--- src/source/memOpPkg.sv ---
`default_nettype none

package memOpPkg;

    typedef enum logic {
        LOAD  = 1'b0,
        STORE = 1'b1
    } memOpcode;

    // Wraps around, so age is the signed difference
    typedef logic [5:0] sqNum;

    typedef struct packed {
        logic valid;
        memOpcode opcode;
        logic [31:0] addr;
        sqNum sqN;
        logic fault;
    } aguUop;

    typedef struct packed {
        logic taken;
        sqNum sqN;
    } branchProv;

    // Op is younger than a taken branch
    function automatic logic isFlushed(branchProv br, sqNum sqN);
        sqNum diff;
        diff = sqN - br.sqN;
        return br.taken && ($signed(diff) > 0);
    endfunction

endpackage

`default_nettype wire

--- src/source/vmemPkg.sv ---
`default_nettype none

package vmemPkg;

    typedef struct packed {
        logic sv32en;
        logic [19:0] rootPpn;
    } virtMemState;

    typedef struct packed {
        logic valid;
        logic [19:0] vpn;
    } walkReq;

    typedef struct packed {
        logic valid;
        logic [19:0] vpn;
        logic [19:0] ppn;
        logic isSuperPage;
        logic fault;
    } walkRes;

    typedef enum logic [1:0] {
        IDLE   = 2'd0,
        LEVEL1 = 2'd1,
        LEVEL0 = 2'd2,
        DONE   = 2'd3
    } walkState;

    // Sv32 PTE layout, only the low 20 PPN bits are kept
    localparam int PTE_V = 0;
    localparam int PTE_R = 1;
    localparam int PTE_X = 3;
    localparam int PTE_PPN_LO = 10;
    localparam int PTE_PPN_HI = 29;

    // Superpage compares VPN[1] only
    function automatic logic pageMatch(logic [19:0] vpn, logic isSuperPage, logic [31:0] addr);
        if (isSuperPage) begin
            return vpn[19:10] == addr[31:22];
        end
        return vpn == addr[31:12];
    endfunction

endpackage

`default_nettype wire

--- src/source/tlbMissQueue.sv ---
`timescale 1ns/1ps
`default_nettype none

module tlbMissQueue #(
    parameter int QUEUE_SIZE = 4
) (
    input  wire logic clk,
    input  wire logic rst,
    input  wire memOpPkg::branchProv branch,
    input  wire vmemPkg::virtMemState vmem,
    input  wire vmemPkg::walkRes walkRes,
    input  wire logic walkActive,
    output logic stall,
    input  wire logic enqueue,
    input  wire logic uopReady,
    input  wire memOpPkg::aguUop uop,
    input  wire logic dequeue,
    output memOpPkg::aguUop queueUop
);
    import memOpPkg::*;
    import vmemPkg::*;

    localparam int IDX_W = (QUEUE_SIZE > 1) ? $clog2(QUEUE_SIZE) : 1;

    aguUop slots [QUEUE_SIZE];
    logic [QUEUE_SIZE-1:0] ready;

    logic [IDX_W-1:0] idxIn;
    logic idxInValid;
    logic [IDX_W-1:0] idxOut;
    logic idxOutValid;

    assign stall = !idxInValid;

    // Free slot
    always_comb begin
        idxIn = '0;
        idxInValid = 1'b0;
        for (int i = 0; i < QUEUE_SIZE; i++) begin
            if (!slots[i].valid) begin
                idxIn = IDX_W'(i);
                idxInValid = 1'b1;
            end
        end
    end

    // Idle walker lets an unresolved op through to start a walk
    always_comb begin
        idxOut = '0;
        idxOutValid = 1'b0;
        for (int i = 0; i < QUEUE_SIZE; i++) begin
            if (slots[i].valid && (ready[i] || !walkActive)) begin
                idxOut = IDX_W'(i);
                idxOutValid = 1'b1;
            end
        end
    end

    always_ff @(posedge clk) begin
        if (rst) begin
            for (int i = 0; i < QUEUE_SIZE; i++) begin
                slots[i].valid <= 1'b0;
            end
            ready <= '0;
            queueUop.valid <= 1'b0;
        end else begin
            // Wake ops on the page just walked
            if (walkRes.valid) begin
                for (int i = 0; i < QUEUE_SIZE; i++) begin
                    if (slots[i].valid &&
                        pageMatch(walkRes.vpn, walkRes.isSuperPage, slots[i].addr)) begin
                        ready[i] <= 1'b1;
                    end
                end
            end

            for (int i = 0; i < QUEUE_SIZE; i++) begin
                if (slots[i].valid && isFlushed(branch, slots[i].sqN)) begin
                    slots[i].valid <= 1'b0;
                end
            end

            if (enqueue && uop.valid && idxInValid && !isFlushed(branch, uop.sqN)) begin
                slots[idxIn] <= uop;
                ready[idxIn] <= !vmem.sv32en || uopReady;
            end

            if (dequeue || isFlushed(branch, queueUop.sqN)) begin
                queueUop.valid <= 1'b0;
            end
            if ((!queueUop.valid || dequeue) && idxOutValid &&
                !isFlushed(branch, slots[idxOut].sqN)) begin
                queueUop <= slots[idxOut];
                slots[idxOut].valid <= 1'b0;
                ready[idxOut] <= 1'b0;
            end
        end
    end

    // AGU must hold off while full
    assert property (@(posedge clk) disable iff (rst)
        enqueue |-> !stall);

    // Flushed ops never reach the replay stage
    assert property (@(posedge clk) disable iff (rst)
        branch.taken |=> !(queueUop.valid && isFlushed($past(branch), queueUop.sqN)));

endmodule

`default_nettype wire

--- src/source/pageWalker.sv ---
`timescale 1ns/1ps
`default_nettype none

module pageWalker (
    input  wire logic clk,
    input  wire logic rst,
    input  wire vmemPkg::virtMemState vmem,
    input  wire vmemPkg::walkReq walkReq,
    output logic walkActive,
    output logic memReq,
    output logic [31:0] memAddr,
    input  wire logic memAck,
    input  wire logic [31:0] memData,
    output vmemPkg::walkRes walkRes
);
    import vmemPkg::*;

    walkState state;
    logic pteValid;
    logic pteLeaf;

    assign walkActive = (state != IDLE);
    assign memReq = (state == LEVEL1) || (state == LEVEL0);

    assign pteValid = memData[PTE_V];
    assign pteLeaf = memData[PTE_R] || memData[PTE_X];

    always_ff @(posedge clk) begin
        walkRes.valid <= 1'b0;
        if (rst) begin
            state <= IDLE;
        end else begin
            case (state)
                IDLE: begin
                    if (walkReq.valid && vmem.sv32en) begin
                        walkRes.vpn <= walkReq.vpn;
                        memAddr <= {vmem.rootPpn, walkReq.vpn[19:10], 2'b00};
                        state <= LEVEL1;
                    end
                end
                LEVEL1: begin
                    if (memAck) begin
                        if (pteValid && !pteLeaf) begin
                            memAddr <= {memData[PTE_PPN_HI:PTE_PPN_LO], walkRes.vpn[9:0], 2'b00};
                            state <= LEVEL0;
                        end else begin
                            // Leaf or hole here covers the whole 4 MiB region
                            walkRes.ppn <= memData[PTE_PPN_HI:PTE_PPN_LO];
                            walkRes.isSuperPage <= 1'b1;
                            walkRes.fault <= !pteValid;
                            state <= DONE;
                        end
                    end
                end
                LEVEL0: begin
                    if (memAck) begin
                        walkRes.ppn <= memData[PTE_PPN_HI:PTE_PPN_LO];
                        walkRes.isSuperPage <= 1'b0;
                        walkRes.fault <= !(pteValid && pteLeaf);
                        state <= DONE;
                    end
                end
                DONE: begin
                    walkRes.valid <= 1'b1;
                    state <= IDLE;
                end
                default: begin
                    state <= IDLE;
                end
            endcase
        end
    end

    assert property (@(posedge clk) disable iff (rst)
        memReq && !memAck |=> memReq && $stable(memAddr));

    // Replay stage keeps a single walk in flight
    assert property (@(posedge clk) disable iff (rst)
        walkReq.valid |-> state == IDLE);

endmodule

`default_nettype wire

--- src/source/missReplay.sv ---
`timescale 1ns/1ps
`default_nettype none

module missReplay #(
    parameter int TLB_ENTRIES = 4
) (
    input  wire logic clk,
    input  wire logic rst,
    input  wire memOpPkg::branchProv branch,
    input  wire vmemPkg::virtMemState vmem,
    input  wire memOpPkg::aguUop queueUop,
    output logic dequeue,
    output vmemPkg::walkReq walkReq,
    input  wire vmemPkg::walkRes walkRes,
    input  wire logic outReady,
    output memOpPkg::aguUop outUop
);
    import memOpPkg::*;
    import vmemPkg::*;

    localparam int TLB_W = (TLB_ENTRIES > 1) ? $clog2(TLB_ENTRIES) : 1;

    typedef struct packed {
        logic [19:0] vpn;
        logic [19:0] ppn;
        logic isSuperPage;
    } tlbEntry;

    tlbEntry tlb [TLB_ENTRIES];
    logic [TLB_ENTRIES-1:0] tlbValid;
    logic [TLB_W-1:0] fillPtr;

    // Op parked while its walk runs, or translated but blocked by the output
    aguUop pending;
    logic pendingWait;
    logic walkBusy;

    logic outFree;
    logic hit;
    logic [TLB_W-1:0] hitIdx;
    logic needWalk;
    logic resMatch;
    aguUop nextOut;
    logic loadOut;

    function automatic aguUop applyPage(aguUop u, logic [19:0] ppn, logic isSuper, logic fault);
        aguUop r;
        r = u;
        r.fault = fault;
        if (!fault) begin
            if (isSuper) begin
                r.addr = {ppn[19:10], u.addr[21:0]};
            end else begin
                r.addr = {ppn, u.addr[11:0]};
            end
        end
        return r;
    endfunction

    always_comb begin
        hit = 1'b0;
        hitIdx = '0;
        for (int i = 0; i < TLB_ENTRIES; i++) begin
            if (tlbValid[i] && pageMatch(tlb[i].vpn, tlb[i].isSuperPage, queueUop.addr)) begin
                hit = 1'b1;
                hitIdx = TLB_W'(i);
            end
        end
    end

    assign outFree = !outUop.valid || outReady;
    assign needWalk = vmem.sv32en && !hit;
    assign resMatch = walkRes.valid && pending.valid && pendingWait &&
        pageMatch(walkRes.vpn, walkRes.isSuperPage, pending.addr);

    // Misses only need the walker, hits and bare ops need the output slot
    always_comb begin
        dequeue = 1'b0;
        if (queueUop.valid && !pending.valid && !isFlushed(branch, queueUop.sqN)) begin
            dequeue = needWalk ? !walkBusy : outFree;
        end
    end

    assign walkReq.valid = dequeue && needWalk;
    assign walkReq.vpn = queueUop.addr[31:12];

    always_comb begin
        if (pending.valid && !pendingWait) begin
            nextOut = pending;
        end else if (resMatch) begin
            nextOut = applyPage(pending, walkRes.ppn, walkRes.isSuperPage, walkRes.fault);
        end else if (vmem.sv32en) begin
            nextOut = applyPage(queueUop, tlb[hitIdx].ppn, tlb[hitIdx].isSuperPage, 1'b0);
        end else begin
            nextOut = queueUop;
        end
        loadOut = outFree && !isFlushed(branch, nextOut.sqN) &&
            ((pending.valid && !pendingWait) || resMatch || (dequeue && !needWalk));
    end

    always_ff @(posedge clk) begin
        if (rst) begin
            outUop.valid <= 1'b0;
            pending.valid <= 1'b0;
            pendingWait <= 1'b0;
            walkBusy <= 1'b0;
            tlbValid <= '0;
            fillPtr <= '0;
        end else begin
            if (walkReq.valid) begin
                walkBusy <= 1'b1;
            end else if (walkRes.valid) begin
                walkBusy <= 1'b0;
            end

            // Round robin fill
            if (walkRes.valid && !walkRes.fault) begin
                tlb[fillPtr] <= '{vpn: walkRes.vpn, ppn: walkRes.ppn,
                                  isSuperPage: walkRes.isSuperPage};
                tlbValid[fillPtr] <= 1'b1;
                fillPtr <= (fillPtr == TLB_W'(TLB_ENTRIES - 1)) ? '0 : fillPtr + 1'b1;
            end

            if (outFree || isFlushed(branch, outUop.sqN)) begin
                outUop.valid <= 1'b0;
            end
            if (loadOut) begin
                outUop <= nextOut;
            end

            if (dequeue && needWalk) begin
                pending <= queueUop;
                pendingWait <= 1'b1;
            end else if (resMatch && !outFree) begin
                pending <= applyPage(pending, walkRes.ppn, walkRes.isSuperPage, walkRes.fault);
                pendingWait <= 1'b0;
            end else if (outFree && (resMatch || (pending.valid && !pendingWait))) begin
                pending.valid <= 1'b0;
            end
            if (pending.valid && isFlushed(branch, pending.sqN)) begin
                pending.valid <= 1'b0;
            end
        end
    end

endmodule

`default_nettype wire

--- src/source/translateUnit.sv ---
`timescale 1ns/1ps
`default_nettype none

module translateUnit #(
    parameter int QUEUE_SIZE = 4,
    parameter int TLB_ENTRIES = 4
) (
    input  wire logic clk,
    input  wire logic rst,
    input  wire memOpPkg::branchProv branch,
    input  wire vmemPkg::virtMemState vmem,
    input  wire logic enqueue,
    input  wire logic uopReady,
    input  wire memOpPkg::aguUop uop,
    output logic stall,
    output logic memReq,
    output logic [31:0] memAddr,
    input  wire logic memAck,
    input  wire logic [31:0] memData,
    input  wire logic outReady,
    output memOpPkg::aguUop outUop
);
    import memOpPkg::*;
    import vmemPkg::*;

    aguUop queueUop;
    logic dequeue;
    walkReq walkRequest;
    walkRes walkResult;
    logic walkActive;

    tlbMissQueue #(
        .QUEUE_SIZE(QUEUE_SIZE)
    ) u_queue (
        .clk(clk),
        .rst(rst),
        .branch(branch),
        .vmem(vmem),
        .walkRes(walkResult),
        .walkActive(walkActive),
        .stall(stall),
        .enqueue(enqueue),
        .uopReady(uopReady),
        .uop(uop),
        .dequeue(dequeue),
        .queueUop(queueUop)
    );

    pageWalker u_walker (
        .clk(clk),
        .rst(rst),
        .vmem(vmem),
        .walkReq(walkRequest),
        .walkActive(walkActive),
        .memReq(memReq),
        .memAddr(memAddr),
        .memAck(memAck),
        .memData(memData),
        .walkRes(walkResult)
    );

    missReplay #(
        .TLB_ENTRIES(TLB_ENTRIES)
    ) u_replay (
        .clk(clk),
        .rst(rst),
        .branch(branch),
        .vmem(vmem),
        .queueUop(queueUop),
        .dequeue(dequeue),
        .walkReq(walkRequest),
        .walkRes(walkResult),
        .outReady(outReady),
        .outUop(outUop)
    );

endmodule

`default_nettype wire

--- config.mk ---
export PLATFORM = sky130hd
export DESIGN_NAME = translateUnit
export DESIGN_NICKNAME = d
export VERILOG_FILES = /design/src/source/memOpPkg.sv /design/src/source/vmemPkg.sv /design/src/source/tlbMissQueue.sv /design/src/source/pageWalker.sv /design/src/source/missReplay.sv /design/src/source/translateUnit.sv
export SDC_FILE = /design/constraint.sdc
export NUM_CORES = 1
export LEC_CHECK = 0
export BUFFER_PORTS_ARGS = -buffer_cell sky130_fd_sc_hd__buf_4
export CAP_MARGIN = 25
export CORE_ASPECT_RATIO = 1.75
export CORE_MARGIN = 2
export CORE_UTILIZATION = 65
export CTS_CLUSTER_SIZE = 8
export DETAILED_ROUTE_END_ITERATION = 8
export PLACE_DENSITY_LB_ADDON = 0.1
export SLEW_MARGIN = 0
export SYNTH_ARGS = -nofsm -noshare
export SYNTH_HDL_FRONTEND = slang
export SYNTH_SLANG_ARGS = --single-unit
--- constraint.sdc ---
create_clock -name clk -period 16 [get_ports clk]
set_input_delay 2.4 -clock clk [delete_from_list [all_inputs] [get_ports clk]]
set_output_delay 2.4 -clock clk [all_outputs]
set_load 0.005 [all_outputs]
==> results.toml <==
[sta]
skew_ns = 0.02173
period_minus_slack_ns = 6.292
worstMarginPinSlew_ns = 1.049
hold_viol = 0
clock.fmax_ghz = 0.1589
setup_tns_ns = 0
setup_viol = 0
slew_viol_final = 0
slew_headroom_pct = 29.78
finalCritPeriodShare_pct = 39.32
grt_setup_unrepaired = "false"
timing.hold.ws_ns = 0.4523

[power]
ir_drop_v = 0.0001210
power_density_nw_per_um2 = 115.8
total_power_mw = 3.354
power.leakage_nw = 10.40

[synth]
synthesis.area_um2 = 24990
async_reset_ff_share_pct = 0
avgSynthCellArea_um2 = 14.12
synth_commonest_cells = "edfxtp_1 (516), xor2_1 (111), xnor2_1 (103)"
yosys.cell_types.count = 76
post-synth-top-count-cell = "edfxtp_1"
yosysTopAreaCell = "edfxtp_1"
synthFlopType = "edfxtp_1"
synthTopCellsByArea = "edfxtp_1 (62%), xor2_1 (3.9%), xnor2_1 (3.6%)"
netlist.area_leader.share_pct = 62.01
synth-seq-area-share_pct = 63.78
postSynthCellCount = 1770
synth_edf_count = 516
ys.warnings.count = 0
synth.ff_latch_count = 538

[cells_and_area]
final_cell_area_um2 = 28960
syn_to_final_growth_pct = 15.90
nets = 2121
layout.cells.non_filler = 2460
n_antenna_cell = 0
nFillCells = 2340
drive_gt1_share_pct = 21.01

[floorplanning]
die_w_um = 152.2
io_pins = 182
fp.coreArea_um2 = 38160
die_h_um = 263.4
start_util_pct = 65.49
rows = 95
dieArea_um2 = 40090

[global_route]
grt_max_degree = 79
overflow = 0
antenna_found_initial = 0
grt_use_total_pct = 32.02
grt_pass1_wl_um = 96410
grt_pass1_vias = 16724

[cts]
cts_buffers = 77
root_buffer = "clkbuf_16"
clkSlewWorstSetupHoldPaths_ns = 0.05
cts-resized-gates = 0
cts.sinks = 538
cts_buffer_depth = 3
cts-htree-levels = 3
clk_latency_ns = 0.60
cts_tree = "yes"
holdBufCountCts = 0
post-cts-setup-buffers = 0

[status]
status = "completed"

[worst_setup_path]
worstPathArrival_ns = 6.51
cp_max_fo = 42
cp.required_ns = 16.22
critical_path_class = "flop to flop"
cp-end-kind = "flop"
startpoint_type = "flop"

[drt]
wl_per_cell_um = 26.45
drc = 0
vias_per_cell = 6.495
postRouteAntennaNets = 0
drt_iter0_markers = 1196
wirelength_um = 65080
vias = 15977
first_pass_iters = 5

[place]
io_buffers = 170
placed_cells = 2352
dp_hpwl_um = 44500
place_area_um2 = 26790
place.gp.congestion = 0.9445

[flow_run]
maxCapViolCount = 0

[min_path]
min_path_type = "flop to flop"
-- critical path: stages (launching register included) --
cell and delay, ns:
edfxtp_1 0.66, xor2_1 0.24, nor4_1 0.73, a31oi_1 0.41, nor2_4 0.16, buf_4 0.51
nor2_1 0.08, a21oi_1 0.23, ha_1 0.25, fa_1 0.22, inv_1 0.06, a2111oi_0 0.41
mux2i_1 0.14, o22ai_1 0.22, a41oi_1 0.21, nor3b_1 0.21, nor3_2 0.52, buf_4 0.61
-- registers in the layout, summed over array words and instances (netlist names) --
name,count
u_replay.walkBusy,1
u_queue.slots,164
u_walker.state,2
u_walker.memAddr,30
u_replay.tlbValid,4
u_replay.pending,41
u_replay.pendingWait,1
u_walker.walkRes,43
u_replay.outUop,41
u_queue.queueUop,41
u_replay.fillPtr,2
u_replay.tlb,164
u_queue.ready,4
-- per-stage QoR --
step	utilization, %	worst slack [ns]
6_report	75.90	9.708
5_1_grt	75.90	9.622
4_1_cts	75.90	9.792
3_5_place_dp	70.20	9.361
3_3_place_gp	69.95	9.335
2_1_floorplan	-	8.182
-- final cells by class --
class / count / area [um^2] / area share, %
Inverter: 57 / 214.0 / 0.7388
Sequential cell: 538 / 15940 / 55.03
Clock inverter: 6 / 110.1 / 0.3802
Tap cell: 485 / 606.8 / 2.095
Multi-Input combinational cell: 1071 / 8456 / 29.20
Clock buffer: 102 / 2063 / 7.125
Timing Repair Buffer: 201 / 1574 / 5.435
-- layer usage --
metal / up-vias / part of all wire, % / global-route usage (%)
li1: 7069 / - / -
met1: 7978 / 33 / 33.64
met4: 0 / 6.6 / 20.54
met5: - / 0 / 0
met2: 725 / 54 / 59.02
met3: 205 / 5.7 / 5.004
-- cells by family (layout without fill, tap and decap cells) --
| family | count (synthesis) | after routing | share of synthesized area (%) |
|---|---|---|---|
| DFF | 538 | 538 | 63.78 |
| adders and majority gates | 68 | 68 | 3.706 |
| muxes | 105 | 105 | 4.942 |
| and+or+nand+nor | 314 | 314 | 6.655 |
| buffers and inverters | 162 | 366 | 2.784 |
| other | 1 | 2 | 0.01501 |
| xor gates and xnor gates | 214 | 214 | 7.501 |
| AOI/OAI and AO/OA | 368 | 368 | 10.62 |
-- worst paths after layout --
kind | start | end | slack (ns) | depth (start not counted)
hold reg to reg | u_replay.tlbValid[1] | u_replay.tlbValid[1] | 0.45 | 1
hold / removal | u_replay.tlbValid[1] | u_replay.tlbValid[1] | 0.45 | 1
setup / recovery | u_walker.walkRes[22] | u_replay.outUop[22] | 9.71 | 17
setup reg to reg | u_walker.walkRes[22] | u_replay.outUop[22] | 9.71 | 17
-- power by group --
| group | switching, mW | internal [mW] |
|---|---|---|
| combinational | 0.159 | 0.120 |
| sequential | 0.0316 | 1.59 |
| clock | 0.566 | 0.892 |
| total | 0.756 | 2.60 |
-- placed cells by master, fill, tap and decap left out, types with 23 or more instances in the layout --
cell type,Yosys,final
clkbuf_16,0,79
o21ai_0,64,64
mux2_2,67,67
clkbuf_1,71,23
edfxtp_1,516,516
o31ai_1,29,29
xnor2_1,103,103
nand2_1,49,49
a22oi_1,76,76
a21oi_1,37,36
ha_1,58,57
nor2_1,82,76
inv_1,57,57
buf_4,13,197
nor4_1,28,26
xor2_1,111,111
Power figures use the tool's default switching activity.
